[src/diskPkg.sv]
// Disk to SD mapping package
// Address widths, drive geometry table, credit counts and FSM encodings
// shared by the mapping path blocks

package diskPkg;

   ////////////////////////////////////////////////////////////////////////////
   // Address fields
   ////////////////////////////////////////////////////////////////////////////

   typedef logic [9:0]  cylT;
   typedef logic [4:0]  trackT;
   typedef logic [4:0]  sectT;
   typedef logic [31:0] sdAddrT;
   typedef logic [1:0]  driveTypeT;

   ////////////////////////////////////////////////////////////////////////////
   // Drive geometry, indexed by drive type
   ////////////////////////////////////////////////////////////////////////////

   localparam int NUM_DRIVE_TYPES = 4;

   // Surfaces per cylinder
   localparam trackT GEOM_SURF [NUM_DRIVE_TYPES] = '{5'd19, 5'd19, 5'd5, 5'd2};
   // Sectors per track
   localparam sectT  GEOM_SECT [NUM_DRIVE_TYPES] = '{5'd20, 5'd20, 5'd22, 5'd4};
   // Cylinders per pack, type 3 is the small test pack
   localparam cylT   GEOM_CYL  [NUM_DRIVE_TYPES] = '{10'd411, 10'd815, 10'd815, 10'd8};

   // Host side queue, one credit per entry
   localparam int QUEUE_DEPTH = 4;
   localparam int QPTR_W      = $clog2(QUEUE_DEPTH);
   // Pointer carries one wrap bit
   typedef logic [QPTR_W:0] qPtrT;

   // SD side credits
   localparam int SD_CREDITS = 2;
   localparam int SD_CRED_W  = $clog2(SD_CREDITS + 1);
   typedef logic [SD_CRED_W-1:0] sdCredT;
   localparam sdCredT SD_CRED_MAX = sdCredT'(SD_CREDITS);

   // Calculator FSM
   typedef enum logic [1:0] {CALC_IDLE, CALC_TRACK, CALC_SECT, CALC_WORD} calcStateT;

   // Request generator FSM
   typedef enum logic [1:0] {GEN_IDLE, GEN_FIRST, GEN_SECOND} genStateT;

endpackage

[src/chsCmdIf.sv]
// CHS command interface
// Carries a checked cylinder/track/sector request plus its geometry
// counts from the queue to the address calculator, credit going back

`timescale 1ns/100ps

interface chsCmdIf;

   // Request strobe, one cycle
   logic               valid;
   // Disk address
   diskPkg::cylT       cyl;
   diskPkg::trackT     track;
   diskPkg::sectT      sect;
   // Geometry of the addressed drive
   diskPkg::trackT     surfCnt;
   diskPkg::sectT      sectCnt;
   // Address lies outside the pack
   logic               rangeErr;
   // Credit return, one cycle
   logic               credit;

   modport src
   (
      output valid, cyl, track, sect, surfCnt, sectCnt, rangeErr,
      input  credit
   );

   modport dst
   (
      input  valid, cyl, track, sect, surfCnt, sectCnt, rangeErr,
      output credit
   );

endinterface

[src/sdReqIf.sv]
// SD request interface
// Carries a computed SD sector address, or an error marker, from the
// calculator to the request generator with a credit return

`timescale 1ns/100ps

interface sdReqIf;

   // Result strobe
   logic             valid;
   // First SD sector of the disk sector
   diskPkg::sdAddrT  addr;
   // Range error, addr is zero
   logic             err;
   // Credit return
   logic             credit;

   modport src
   (
      output valid, addr, err,
      input  credit
   );

   modport dst
   (
      input  valid, addr, err,
      output credit
   );

endinterface

[src/geometryTable.sv]
// Drive geometry lookup
// Maps a drive type to its surface, sector and cylinder counts through a
// one-hot select over the package tables

`timescale 1ns/100ps

module geometryTable
(
   input  diskPkg::driveTypeT driveType,
   output diskPkg::trackT     surfCnt,
   output diskPkg::sectT      sectCnt,
   output diskPkg::cylT       cylCnt
);

   // One select line per drive type
   logic [diskPkg::NUM_DRIVE_TYPES-1:0] sel;

   always_comb
   begin
      sel     = '0;
      surfCnt = '0;
      sectCnt = '0;
      cylCnt  = '0;
      // Decode 1-of-4
      for (int i = 0; i < diskPkg::NUM_DRIVE_TYPES; i++)
      begin
         sel[i] = (driveType == diskPkg::driveTypeT'(i));
      end
      // OR together the selected row
      for (int i = 0; i < diskPkg::NUM_DRIVE_TYPES; i++)
      begin
         if (sel[i])
         begin
            surfCnt = surfCnt | diskPkg::GEOM_SURF[i];
            sectCnt = sectCnt | diskPkg::GEOM_SECT[i];
            cylCnt  = cylCnt  | diskPkg::GEOM_CYL[i];
         end
      end
   end

endmodule

[src/chsCmdQueue.sv]
// CHS command queue
// Buffers host disk requests, returns host credits as entries leave,
// and tags the head entry with its geometry and a range check

`timescale 1ns/100ps

module chsCmdQueue
(
   input  logic               clk,
   input  logic               rst,
   input  logic               cmdValid,
   input  diskPkg::driveTypeT cmdDrive,
   input  diskPkg::cylT       cmdCyl,
   input  diskPkg::trackT     cmdTrack,
   input  diskPkg::sectT      cmdSect,
   output logic               cmdCredit,
   chsCmdIf.src               cmdBus
);

   // FIFO storage
   diskPkg::driveTypeT fifoDrive [diskPkg::QUEUE_DEPTH];
   diskPkg::cylT       fifoCyl   [diskPkg::QUEUE_DEPTH];
   diskPkg::trackT     fifoTrack [diskPkg::QUEUE_DEPTH];
   diskPkg::sectT      fifoSect  [diskPkg::QUEUE_DEPTH];

   diskPkg::qPtrT      wrPtr;
   diskPkg::qPtrT      rdPtr;
   logic               fifoEmpty;
   logic               pop;
   // Single credit toward the calculator
   logic               calcCredit;

   // Head entry
   diskPkg::driveTypeT headDrive;
   diskPkg::cylT       headCyl;
   diskPkg::trackT     headTrack;
   diskPkg::sectT      headSect;

   // Geometry of head entry
   diskPkg::trackT     surfCnt;
   diskPkg::sectT      sectCnt;
   diskPkg::cylT       cylCnt;

   ////////////////////////////////////////////////////////////////////////////
   // FIFO
   ////////////////////////////////////////////////////////////////////////////

   // Host credits keep the FIFO from overflowing
   always_ff @(posedge clk)
   begin
      if (cmdValid)
      begin
         fifoDrive[wrPtr[diskPkg::QPTR_W-1:0]] <= cmdDrive;
         fifoCyl[wrPtr[diskPkg::QPTR_W-1:0]]   <= cmdCyl;
         fifoTrack[wrPtr[diskPkg::QPTR_W-1:0]] <= cmdTrack;
         fifoSect[wrPtr[diskPkg::QPTR_W-1:0]]  <= cmdSect;
      end
   end

   assign fifoEmpty = (wrPtr == rdPtr);
   // Leave only when the calculator can take it
   assign pop       = !fifoEmpty && calcCredit;

   always_ff @(posedge clk or posedge rst)
   begin
      if (rst)
      begin
         wrPtr      <= '0;
         rdPtr      <= '0;
         calcCredit <= 1'b1;
      end
      else
      begin
         if (cmdValid)
            wrPtr <= wrPtr + diskPkg::qPtrT'(1);
         if (pop)
            rdPtr <= rdPtr + diskPkg::qPtrT'(1);
         // Spend on pop, refill on credit return
         case ({pop, cmdBus.credit})
            2'b10:   calcCredit <= 1'b0;
            2'b01:   calcCredit <= 1'b1;
            default: calcCredit <= calcCredit;
         endcase
      end
   end

   assign headDrive = fifoDrive[rdPtr[diskPkg::QPTR_W-1:0]];
   assign headCyl   = fifoCyl[rdPtr[diskPkg::QPTR_W-1:0]];
   assign headTrack = fifoTrack[rdPtr[diskPkg::QPTR_W-1:0]];
   assign headSect  = fifoSect[rdPtr[diskPkg::QPTR_W-1:0]];

   ////////////////////////////////////////////////////////////////////////////
   // Geometry and range check
   ////////////////////////////////////////////////////////////////////////////

   geometryTable geometryTable_inst
   (
      .driveType (headDrive),
      .surfCnt   (surfCnt),
      .sectCnt   (sectCnt),
      .cylCnt    (cylCnt)
   );

   assign cmdBus.valid    = pop;
   assign cmdBus.cyl      = headCyl;
   assign cmdBus.track    = headTrack;
   assign cmdBus.sect     = headSect;
   assign cmdBus.surfCnt  = surfCnt;
   assign cmdBus.sectCnt  = sectCnt;
   // Any field at or past its count is off the pack
   assign cmdBus.rangeErr = (headCyl >= cylCnt) || (headTrack >= surfCnt) ||
                            (headSect >= sectCnt);

   // Host credit back as the entry leaves
   assign cmdCredit = pop;

endmodule

[src/sectorAddrCalc.sv]
// SD sector address calculator
// Converts a CHS request to an SD sector address by repeated addition,
// ((cyl * surf + track) * sect + sector) * 2, with no multiplier

`timescale 1ns/100ps

module sectorAddrCalc
(
   input  logic  clk,
   input  logic  rst,
   chsCmdIf.dst  cmdBus,
   sdReqIf.src   reqBus
);

   diskPkg::calcStateT state;
   // Range error pending for this request
   logic               errFlag;
   // Single credit toward the generator
   logic               genCredit;
   logic               creditPulse;
   logic               resultOut;

   // Datapath
   diskPkg::sdAddrT    sum;
   diskPkg::sdAddrT    temp;
   logic [4:0]         loop;
   diskPkg::trackT     trackReg;
   diskPkg::sectT      sectReg;
   diskPkg::sectT      sectCntReg;

   // Result leaves from the word state once a credit is held
   assign resultOut = (state == diskPkg::CALC_WORD) && genCredit;

   ////////////////////////////////////////////////////////////////////////////
   // Control
   ////////////////////////////////////////////////////////////////////////////

   always_ff @(posedge clk or posedge rst)
   begin
      if (rst)
      begin
         state       <= diskPkg::CALC_IDLE;
         errFlag     <= 1'b0;
         genCredit   <= 1'b1;
         creditPulse <= 1'b0;
      end
      else
      begin
         // Credit back once idle again
         creditPulse <= resultOut;
         case ({resultOut, reqBus.credit})
            2'b10:   genCredit <= 1'b0;
            2'b01:   genCredit <= 1'b1;
            default: genCredit <= genCredit;
         endcase
         case (state)
            diskPkg::CALC_IDLE:
            begin
               if (cmdBus.valid)
               begin
                  errFlag <= cmdBus.rangeErr;
                  // Errors skip the arithmetic
                  state   <= cmdBus.rangeErr ? diskPkg::CALC_WORD : diskPkg::CALC_TRACK;
               end
            end
            diskPkg::CALC_TRACK:
            begin
               if (loop == 5'd0)
                  state <= diskPkg::CALC_SECT;
            end
            diskPkg::CALC_SECT:
            begin
               if (loop == 5'd0)
                  state <= diskPkg::CALC_WORD;
            end
            default:
            begin
               // Wait here for a generator credit
               if (genCredit)
                  state <= diskPkg::CALC_IDLE;
            end
         endcase
      end
   end

   ////////////////////////////////////////////////////////////////////////////
   // Arithmetic
   ////////////////////////////////////////////////////////////////////////////

   always_ff @(posedge clk)
   begin
      case (state)
         diskPkg::CALC_IDLE:
         begin
            if (cmdBus.valid)
            begin
               sum        <= '0;
               temp       <= diskPkg::sdAddrT'(cmdBus.cyl);
               loop       <= cmdBus.surfCnt;
               trackReg   <= cmdBus.track;
               sectReg    <= cmdBus.sect;
               sectCntReg <= cmdBus.sectCnt;
            end
         end
         diskPkg::CALC_TRACK:
         begin
            // cyl * surf done, add track
            if (loop == 5'd0)
            begin
               sum  <= '0;
               temp <= sum + diskPkg::sdAddrT'(trackReg);
               loop <= sectCntReg;
            end
            else
            begin
               sum  <= sum + temp;
               loop <= loop - 5'd1;
            end
         end
         diskPkg::CALC_SECT:
         begin
            // Partial * sect done, add sector
            if (loop == 5'd0)
            begin
               sum <= sum + diskPkg::sdAddrT'(sectReg);
            end
            else
            begin
               sum  <= sum + temp;
               loop <= loop - 5'd1;
            end
         end
         default:
         begin
            sum <= sum;
         end
      endcase
   end

   // Two SD sectors per disk sector
   assign reqBus.valid  = resultOut;
   assign reqBus.addr   = errFlag ? '0 : sum + sum;
   assign reqBus.err    = errFlag;
   assign cmdBus.credit = creditPulse;

endmodule

[src/sdRequestGen.sv]
// SD block request generator
// Issues two SD block requests per disk sector address, or one error
// pulse, paced by credits from the SD side

`timescale 1ns/100ps

module sdRequestGen
(
   input  logic            clk,
   input  logic            rst,
   sdReqIf.dst             reqBus,
   input  logic            sdCredit,
   output logic            sdReqValid,
   output diskPkg::sdAddrT sdReqAddr,
   output logic            errValid
);

   diskPkg::genStateT state;
   diskPkg::sdCredT   sdCred;
   logic              haveCred;
   logic              issueFirst;
   logic              issueSecond;
   logic              spend;
   logic              creditPulse;

   // Latched request
   diskPkg::sdAddrT   addrReg;
   logic              errReg;

   assign haveCred    = (sdCred != '0);
   assign issueFirst  = (state == diskPkg::GEN_FIRST) && !errReg && haveCred;
   assign issueSecond = (state == diskPkg::GEN_SECOND) && haveCred;
   assign spend       = issueFirst || issueSecond;

   assign sdReqValid = spend;
   // Second block is the next SD sector
   assign sdReqAddr  = (state == diskPkg::GEN_SECOND) ? addrReg + diskPkg::sdAddrT'(1) : addrReg;
   assign errValid   = (state == diskPkg::GEN_FIRST) && errReg;

   assign reqBus.credit = creditPulse;

   always_ff @(posedge clk)
   begin
      if ((state == diskPkg::GEN_IDLE) && reqBus.valid)
      begin
         addrReg <= reqBus.addr;
         errReg  <= reqBus.err;
      end
   end

   ////////////////////////////////////////////////////////////////////////////
   // FSM and SD credit counter
   ////////////////////////////////////////////////////////////////////////////

   always_ff @(posedge clk or posedge rst)
   begin
      if (rst)
      begin
         state       <= diskPkg::GEN_IDLE;
         sdCred      <= diskPkg::SD_CRED_MAX;
         creditPulse <= 1'b0;
      end
      else
      begin
         // Done after the second block or the error
         creditPulse <= issueSecond || errValid;
         // Up/down, saturating at the reset count
         case ({sdCredit, spend})
            2'b10:
            begin
               if (sdCred != diskPkg::SD_CRED_MAX)
                  sdCred <= sdCred + diskPkg::sdCredT'(1);
            end
            2'b01:   sdCred <= sdCred - diskPkg::sdCredT'(1);
            default: sdCred <= sdCred;
         endcase
         case (state)
            diskPkg::GEN_IDLE:
            begin
               if (reqBus.valid)
                  state <= diskPkg::GEN_FIRST;
            end
            diskPkg::GEN_FIRST:
            begin
               if (errReg)
                  state <= diskPkg::GEN_IDLE;
               else if (haveCred)
                  state <= diskPkg::GEN_SECOND;
            end
            default:
            begin
               // Stall here with no credit
               if (haveCred)
                  state <= diskPkg::GEN_IDLE;
            end
         endcase
      end
   end

endmodule

[src/diskSdMapper.sv]
// Disk to SD mapper top level
// Queue, address calculator and SD request generator joined by
// credit-based interfaces, plain ports toward host and SD side

`timescale 1ns/100ps

module diskSdMapper
(
   input  logic               clk,
   input  logic               rst,
   // Host requests
   input  logic               cmdValid,
   input  diskPkg::driveTypeT cmdDrive,
   input  diskPkg::cylT       cmdCyl,
   input  diskPkg::trackT     cmdTrack,
   input  diskPkg::sectT      cmdSect,
   output logic               cmdCredit,
   // SD side
   input  logic               sdCredit,
   output logic               sdReqValid,
   output diskPkg::sdAddrT    sdReqAddr,
   output logic               errValid
);

   chsCmdIf cmdBus ();
   sdReqIf  reqBus ();

   chsCmdQueue chsCmdQueue_inst
   (
      .clk       (clk),
      .rst       (rst),
      .cmdValid  (cmdValid),
      .cmdDrive  (cmdDrive),
      .cmdCyl    (cmdCyl),
      .cmdTrack  (cmdTrack),
      .cmdSect   (cmdSect),
      .cmdCredit (cmdCredit),
      .cmdBus    (cmdBus.src)
   );

   sectorAddrCalc sectorAddrCalc_inst
   (
      .clk    (clk),
      .rst    (rst),
      .cmdBus (cmdBus.dst),
      .reqBus (reqBus.src)
   );

   sdRequestGen sdRequestGen_inst
   (
      .clk        (clk),
      .rst        (rst),
      .reqBus     (reqBus.dst),
      .sdCredit   (sdCredit),
      .sdReqValid (sdReqValid),
      .sdReqAddr  (sdReqAddr),
      .errValid   (errValid)
   );

endmodule

[config.mk]
export PLATFORM = sky130hd
export DESIGN_NAME = diskSdMapper
export DESIGN_NICKNAME = d
export VERILOG_FILES = /design/src/diskPkg.sv /design/src/chsCmdIf.sv /design/src/sdReqIf.sv /design/src/geometryTable.sv /design/src/chsCmdQueue.sv /design/src/sectorAddrCalc.sv /design/src/sdRequestGen.sv /design/src/diskSdMapper.sv
export SDC_FILE = /design/constraint.sdc
export NUM_CORES = 1
export LEC_CHECK = 0
export BUFFER_PORTS_ARGS = -buffer_cell sky130_fd_sc_hd__buf_4
export CORE_ASPECT_RATIO = 0.8
export CORE_MARGIN = 2
export CORE_UTILIZATION = 41
export CTS_CLUSTER_DIAMETER = 40
export DETAILED_ROUTE_END_ITERATION = 8
export GPL_ROUTABILITY_DRIVEN = 0
export GPL_TIMING_DRIVEN = 1
export PLACE_DENSITY_LB_ADDON = 0.05
export RECOVER_POWER = 25
export SYNTH_ARGS = -nofsm -noshare
export SYNTH_HDL_FRONTEND = slang
export SYNTH_SLANG_ARGS = --single-unit
export TNS_END_PERCENT = 50
[constraint.sdc]
create_clock -name clk -period 11.1 [get_ports clk]
set_clock_uncertainty 0.1 [all_clocks]
set_input_delay 0 -clock clk [delete_from_list [all_inputs] [get_ports clk]]
set_output_delay 0 -clock clk [all_outputs]
set_load 0.1 [all_outputs]
==> impl_metrics.env, run 1 <==
export IMPL_detailed_place_hpwl_mm=20.0
export IMPL_placement_cell_area_um2=12600
export IMPL_area_of_the_core_region_um2=28200
export IMPL_floorplan_die_height_um=155
export IMPL_dr_first_iter_drc_count=498
export IMPL_leakagePower_nw=4.98
export IMPL_setup_worst_path_class="reg2reg"
export IMPL_ys_top_cells_by_area="edfxtp_1, ha_1, mux4_2, xnor2_1, xor2_1"
export IMPL_synthesized_area_per_cell_um2=12.2
export IMPL_synth_most_common_cell="edfxtp_1"
export IMPL_die_area_um2=30000
export IMPL_ys_async_sr_fraction_pct=7.83
export IMPL_setup_reg_to_reg_worst_slack_ns=7.56
export IMPL_timing_final_hold_violations=0
export IMPL_die_width_um=193
export IMPL_rsz_0062_raised_after_global_routing="false"
export IMPL_synth_enable_flop_cells=200
export IMPL_clkSinkCount=217
export IMPL_antenna_diodes=0
export IMPL_maximum_number_of_pins_on_one_net_before_global_route_repair=34
export IMPL_tritoncts="yes"
export IMPL_detail_route_first_pass_iterations=5
export IMPL_avg_vias_per_cell=5.35
export IMPL_crit_fanout=25
export IMPL_global_route_wire_length_before_repair_mm=44.2
export IMPL_crit_path_start_kind="flop"
export IMPL_primary_ff_master_synth="edfxtp_1"
export IMPL_worst_r2r_cell_count=14
export IMPL_grt_ovfl_total=0
export IMPL_period_minus_slack_ns=3.54
export IMPL_first_global_vias=7609
export IMPL_placement_rows=55
export IMPL_timing_critical_path_to_type="flop"
export IMPL_insertion_delay_ns=0.50
export IMPL_htreeDepth=2
export IMPL_layout_filler_cells=2561
export IMPL_core_util_final_pct=49.6
export IMPL_layout_worst_path_cycle_share_pct=31.9
export IMPL_synth_top_cells_by_count="edfxtp_1, ha_1, nor2_1"
export IMPL_netlist_cell_type_count=69
export IMPL_worst_reg2reg_startpoint="chsCmdQueue_inst.rdPtr[0]$_DFFE_PP0P_"
export IMPL_mappedNetlistNets=1062
export IMPL_final_layout_size_suffix_gt1_share_pct=14.5
export IMPL_area_growth_synth_to_final_pct=19.4
export IMPL_cts_repair_resized=0
export IMPL_power_per_cell_area_nw_per_um2=165
export IMPL_relative_slew_slack_pct=27.0
export IMPL_floorplan_io_pins=61
export IMPL_combined_area_of_the_multi_input_logic_cells_um2=4990
export IMPL_max_slew_worst_pin_slew_ns=1.09
export IMPL_totalPowerFinal_mw=2.31
export IMPL_initial_utilization_pct=41.5
export IMPL_timing_max_cap_violations=0
export IMPL_fin_setup_tns_ns=0
export IMPL_number_of_warnings_issued_by_yosys=0
export IMPL_status="finished, final reports clean"
export IMPL_grt_antenna_before_repair=0
export IMPL_drcViolationCount=0
export IMPL_synthDominantAreaCellType="edfxtp_1"
export IMPL_regToRegEndpoint="sectorAddrCalc_inst.state[1]$_DFFE_PP0P_"
export IMPL_cts_path_max_buffers=3
export IMPL_cts_setup_buffers=0
export IMPL_post_synth_instance_area_um2=11700
export IMPL_cts_buffers=35
export IMPL_design_area_um2=14000
export IMPL_detail_route_antenna_nets=0
export IMPL_clkSlewWorstSetupHoldPaths_ns=0.05
export IMPL_post_synth_top_area_fraction_pct=51.2
export IMPL_fmax_mhz=283
export IMPL_synth_sequential_area_ratio_pct=54.9
export IMPL_hold_path_class="in2async"
export IMPL_vdd_ir_max_v=0.000117
export IMPL_setup_violations_final=0
export IMPL_vias=7771
export IMPL_detail_route_wl_per_cell_um=19.5
export IMPL_ctsRootBufferMaster="clkbuf_16"
export IMPL_worst_endpoint_arrival_ns=3.80
export IMPL_timing_final_max_slew_violations=0
export IMPL_synth_seq_cells=217
export IMPL_worstPathRequired_ns=11.36
export IMPL_place_port_buffers=60
export IMPL_launching_instance_or_port_of_the_critical_path="chsCmdQueue_inst.rdPtr[0]$_DFFE_PP0P_"
export IMPL_routed_wirelength_mm=28.4
export IMPL_postSynthCellCount=958
export IMPL_final_net_count=1161
export IMPL_seqCellArea_um2=6430
export IMPL_grt_usage_pct=19.5
-- registers in the layout (all words and copies together) (netlist names), 2 cells and up --
signal	flops
chsCmdQueue_inst.fifoTrack	20
chsCmdQueue_inst.wrPtr	3
chsCmdQueue_inst.fifoDrive	8
chsCmdQueue_inst.fifoSect	20
sectorAddrCalc_inst.sectCntReg	3
sectorAddrCalc_inst.state	2
sdRequestGen_inst.addrReg	31
sectorAddrCalc_inst.sectReg	5
sectorAddrCalc_inst.loop	5
chsCmdQueue_inst.fifoCyl	40
sdRequestGen_inst.state	2
sdRequestGen_inst.sdCred	2
sectorAddrCalc_inst.temp	31
sectorAddrCalc_inst.sum	31
sectorAddrCalc_inst.trackReg	5
chsCmdQueue_inst.rdPtr	3
-- what timing repair did --
item                                    in CTS  in global routing
endpoints found under the setup margin       0                  0
hold buffers                                25                  0
hold endpoints to repair                   110                  0
-- worst max path at each step --
stage                                                     to  slack (ns)  depth (start not counted)
finish              sectorAddrCalc_inst.state[1]$_DFFE_PP0P_        7.56                         14
floorplan              sectorAddrCalc_inst.temp[0]$_DFFE_PP_        7.08                          6
global route        sectorAddrCalc_inst.state[1]$_DFFE_PP0P_        7.23                         14
global placement    sectorAddrCalc_inst.state[1]$_DFFE_PP0P_        7.61                         14
CTS                 sectorAddrCalc_inst.state[1]$_DFFE_PP0P_        7.52                         14
detailed placement  sectorAddrCalc_inst.state[1]$_DFFE_PP0P_        7.56                         14
-- through the flow --
stage,instances,hold WS (ns),setup slack (ns)
finish,1453,0.0433,7.56
global route,1453,0.122,7.23
CTS,1453,0.0634,7.52
detailed placement,1365,0.0364,7.56
global placement,1365,0.0387,7.61
floorplan,958,-0.176,7.08
-- cells in the final DEF, fill, tap and decap left out, drive strengths merged, types with 3 or more instances in the layout --
master / count
o21bai: 6
o22ai: 25
dfstp: 3
nand3: 11
and2: 19
a21o: 21
ha: 75
nand2b: 7
nand2: 66
xor2: 41
nand4: 12
a211oi: 7
clkbuf: 61
o211ai: 4
mux2: 4
clkinv: 7
clkinvlp: 8
nor2b: 38
and3: 5
edfxtp: 200
dlygate4sd3: 25
bufinv: 6
a21oi: 54
nor4: 4
nand3b: 4
inv: 46
a31oi: 5
mux4: 22
nor2: 72
buf: 48
o21a: 4
o21ai: 50
nor3: 18
or3: 11
fa: 3
dfrtp: 14
xnor2: 47
-- kinds of logic (layout without fill, tap and decap cells) --
| kind of cell | count (synthesis) | after routing | share of synthesized area [%] |
|---|---|---|---|
| xor gates and xnor gates | 88 | 88 | 6.58 |
| DFF | 217 | 217 | 54.9 |
| buffers and inverters | 76 | 201 | 2.68 |
| muxes | 28 | 28 | 4.78 |
| and+or+nand+nor | 278 | 278 | 12.2 |
| other | 1 | 1 | 0.0320 |
| adders and majority gates | 78 | 78 | 8.52 |
| AOI/OAI and AO/OA | 192 | 192 | 10.3 |
-- power breakdown --
group          leakage [nW]  total, mW  internal [mW]  switching, mW
combinational          2.45      0.172         0.0668          0.105
sequential             1.94      0.993          0.970         0.0231
clock                 0.584       1.15          0.751          0.398
-- layout make-up --
class                           instances  share of cell area, %
Clock inverter                         25                   2.26
Multi-Input combinational cell        665                   35.6
Timing Repair Buffer                   96                   5.01
Sequential cell                       217                   46.0
Tap cell                              370                   3.31
Inverter                               42                   1.13
Clock buffer                           38                   6.65
-- worst max-delay path: stages, from the launching register on --
cell and delay [ns]:
dfrtp_1 0.32, buf_4 0.42, mux4_2 0.63, ha_1 0.26
inv_1 0.08, ha_1 0.22, nand2b_1 0.14, a21o_1 0.18
a21o_1 0.17, a21oi_1 0.14, nor2b_1 0.05, o21ai_0 0.17
a21oi_1 0.15, o2111ai_1 0.22, o211ai_1 0.12
-- per-layer routing --
layer / GRT usage [%] / vias up / share of wire [%]
met1: 31.1 / 3797 / 53
li1: - / 3737 / -
met5: 0 / - / 0
met4: 4.47 / 0 / 1.5
met3: 3.45 / 40 / 5.2
met2: 27.3 / 197 / 41
Power figures use the tool's default switching activity.
==> run 2: changes to the inputs <==
==> constraint.sdc (replaced) <==
create_clock -name clk -period 3.3 [get_ports clk]
set_clock_uncertainty 0.1 [all_clocks]
set_input_delay 0 -clock clk [delete_from_list [all_inputs] [get_ports clk]]
set_output_delay 0 -clock clk [all_outputs]
set_load 0.1 [all_outputs]
==> run 2 against run 1 <==
Against the previous run: first-iteration DRC count shrank 5.6%; sequential power increased to 3.4 times the previous value; combinational power grew to 3.4 times the previous value; worst setup slack worse by 7.3 ns; die area unchanged; via count up 1.0%; design area is 2.4% higher; core utilization grew 1.2 points; hold slack improved by 0.022 ns; wire length rose by 3.8%; total power rose to 3.4 times the previous value; critical path type unchanged; critical endpoint unchanged; largest cell class unchanged.
==> impl_metrics.env, run 2 (synthesis gave the netlist of run 1 again) <==
export IMPL_layout_worst_path_cycle_share_pct=92.4
export IMPL_vdd_ir_max_v=0.000424
export IMPL_area_of_the_core_region_um2=28200
export IMPL_grt_usage_pct=20.5
export IMPL_worstPathCellList="mux4_2 -> ha_2 -> inv_1 -> ha_1 -> nand2b_1 -> a21o_1 -> a211o_1 -> a221o_1 -> o2111ai_1 -> o211ai_1"
export IMPL_tritoncts="yes"
export IMPL_largest_register_ffs=40
export IMPL_fin_setup_tns_ns=0
export IMPL_crit_path_start_kind="flop"
export IMPL_rsz_0062_raised_after_global_routing="false"
export IMPL_worstPathRequired_ns=3.57
export IMPL_initial_utilization_pct=41.5
export IMPL_mostFrequentLayoutCell="edfxtp_1"
export IMPL_insertion_delay_ns=0.51
export IMPL_final_cell_mix="edfxtp_1, buf_4, ha_1"
export IMPL_setup_violations_final=0
export IMPL_wl_met1_mm=15.6
export IMPL_dpl_worst_slack_ns=0.179
export IMPL_whs_ns=0.0651
export IMPL_dr_max_layer_used="met4"
export IMPL_pwr_share_seq_pct=42.4
export IMPL_worst_path_max_delay_cell="mux4_2"
export IMPL_final_setup_worst_slack_ns=0.250
export IMPL_power_per_cell_area_nw_per_um2=551
export IMPL_fmax_mhz=328
export IMPL_leakagePower_nw=5.19
export IMPL_htreeDepth=2
export IMPL_detail_route_wl_per_cell_um=19.7
export IMPL_detailed_place_hpwl_mm=20.8
export IMPL_cts_buffers=37
export IMPL_critical_path_buf_inv_count=1
export IMPL_antenna_diodes=0
export IMPL_final_net_count=1200
export IMPL_period_minus_slack_ns=3.05
export IMPL_worst_endpoint_arrival_ns=3.32
export IMPL_crit_family="compound AO/OA/AOI/OAI gates"
export IMPL_maximum_number_of_pins_on_one_net_before_global_route_repair=41
export IMPL_switching_share_pct=23.0
export IMPL_placement_cell_area_um2=12800
export IMPL_drcViolationCount=0
export IMPL_floorplan_io_pins=61
export IMPL_met2_wirelength_mm=11.8
export IMPL_timing_final_max_slew_violations=0
export IMPL_route_met3_wl_mm=1.66
export IMPL_detail_route_antenna_nets=0
export IMPL_setup_worst_path_class="reg2reg"
export IMPL_die_width_um=193
export IMPL_clkSinkCount=217
export IMPL_power_switching_mw=1.81
export IMPL_combPwrFrac_pct=7.3
export IMPL_placement_rows=55
export IMPL_pwr_share_clk_pct=50.3
export IMPL_timing_final_hold_violations=0
export IMPL_crit_fanout=5
export IMPL_vias=7849
export IMPL_totalPowerFinal_mw=7.89
export IMPL_design_area_um2=14300
export IMPL_grt_antenna_before_repair=0
export IMPL_hold_path_class="in2async"
export IMPL_max_slew_worst_pin_slew_ns=1.17
export IMPL_avg_vias_per_cell=5.25
export IMPL_final_layout_size_suffix_gt1_share_pct=17.7
export IMPL_clkSlewWorstSetupHoldPaths_ns=0.05
export IMPL_global_route_wire_length_before_repair_mm=46.6
export IMPL_grt_ovfl_total=0
export IMPL_dr_first_iter_drc_count=470
export IMPL_detail_route_first_pass_iterations=6
export IMPL_area_growth_synth_to_final_pct=22.2
export IMPL_first_global_vias=7906
export IMPL_status="finished, final reports clean"
export IMPL_relative_slew_slack_pct=22.6
export IMPL_timing_max_cap_violations=0
export IMPL_die_area_um2=30000
export IMPL_place_port_buffers=60
export IMPL_floorplan_die_height_um=155
export IMPL_routed_wirelength_mm=29.5
export IMPL_cts_path_max_buffers=3
export IMPL_timing_critical_path_slowest_cell_delay_ns=0.58
export IMPL_timing_critical_path_to_type="flop"
export IMPL_ctsRootBufferMaster="clkbuf_16"
export IMPL_cellInternalPower_mw=6.08
==> run 2: cell types whose count changed in the layout (fill, tap and decap cells not counted), moves of 3 or more <==
| cell | delta |
|---|---|
| buf_4 | +35 |
| clkbuf_1 | +3 |
| inv_6 | +4 |
| clkinvlp_4 | -5 |
==> run 2: power by group through the flow <==
stage	clock (mW)	combinational, mW	sequential, mW
2_1_floorplan	0	0.360	3.37
3_3_place_gp	0	0.570	3.40
3_5_place_dp	0	0.573	3.40
4_1_cts	4.05	0.598	3.35
5_1_grt	4.18	0.660	3.37
6_report	3.97	0.578	3.34
==> run 2: cell type report <==
cell class	instances	area, µm²
clock buffers	42	997
clock inverters	25	295
fillers	2567	13900
inverters	42	158
multi-input cells	665	5000
flip-flops and latches	217	6440
well taps	370	463
repair buffers	133	971
==> run 2: metrics by stage <==
stage	std cells	util (%)
3_3_place_gp	1400	45.5
5_1_grt	1494	50.8
3_5_place_dp	1400	45.5
2_1_floorplan	958	-
4_1_cts	1492	51.0
6_report	1494	50.8
==> run 2: worst register-to-register path: stages (launching register included) <==
cell	delay [ns]
dfrtp_2	0.40
mux4_2	0.58
ha_2	0.24
inv_1	0.08
ha_1	0.22
nand2b_1	0.14
a21o_1	0.18
a211o_1	0.28
a221o_1	0.38
o2111ai_1	0.21
o211ai_1	0.11
==> run 2: worst paths after layout <==
| kind | from | endpoint | slack (ns) | cells past startpoint |
|---|---|---|---|---|
| min in group clk | cmdValid | chsCmdQueue_inst.wrPtr[0]$_DFFE_PP0P_ | 0.16 | 3 |
| worst min-delay path | rst | chsCmdQueue_inst.wrPtr[1]$_DFFE_PP0P_ | 0.07 | 3 |
| max in group asynchronous | rst | chsCmdQueue_inst.rdPtr[0]$_DFFE_PP0P_ | 2.55 | 3 |
| worst max-delay path | chsCmdQueue_inst.rdPtr[0]$_DFFE_PP0P_ | sectorAddrCalc_inst.state[1]$_DFFE_PP0P_ | 0.25 | 10 |
| worst min register to register | chsCmdQueue_inst.rdPtr[2]$_DFFE_PP0P_ | chsCmdQueue_inst.rdPtr[2]$_DFFE_PP0P_ | 0.39 | 1 |
| worst max register to register | chsCmdQueue_inst.rdPtr[0]$_DFFE_PP0P_ | sectorAddrCalc_inst.state[1]$_DFFE_PP0P_ | 0.25 | 10 |
==> run 2: what timing repair did <==
item,CTS,global route
endpoints found under the setup margin,0,2
setup buffers,0,2
endpoints found under the hold margin,112,0
hold buffers,25,0
resized for setup,0,3
==> run 2: metal layers <==
layer | track usage, % | vias to the layer above
met5 | 0 | -
met4 | 4.65 | 0
met3 | 4.33 | 40
met2 | 28.0 | 199
met1 | 33.0 | 3797
li1 | - | 3813
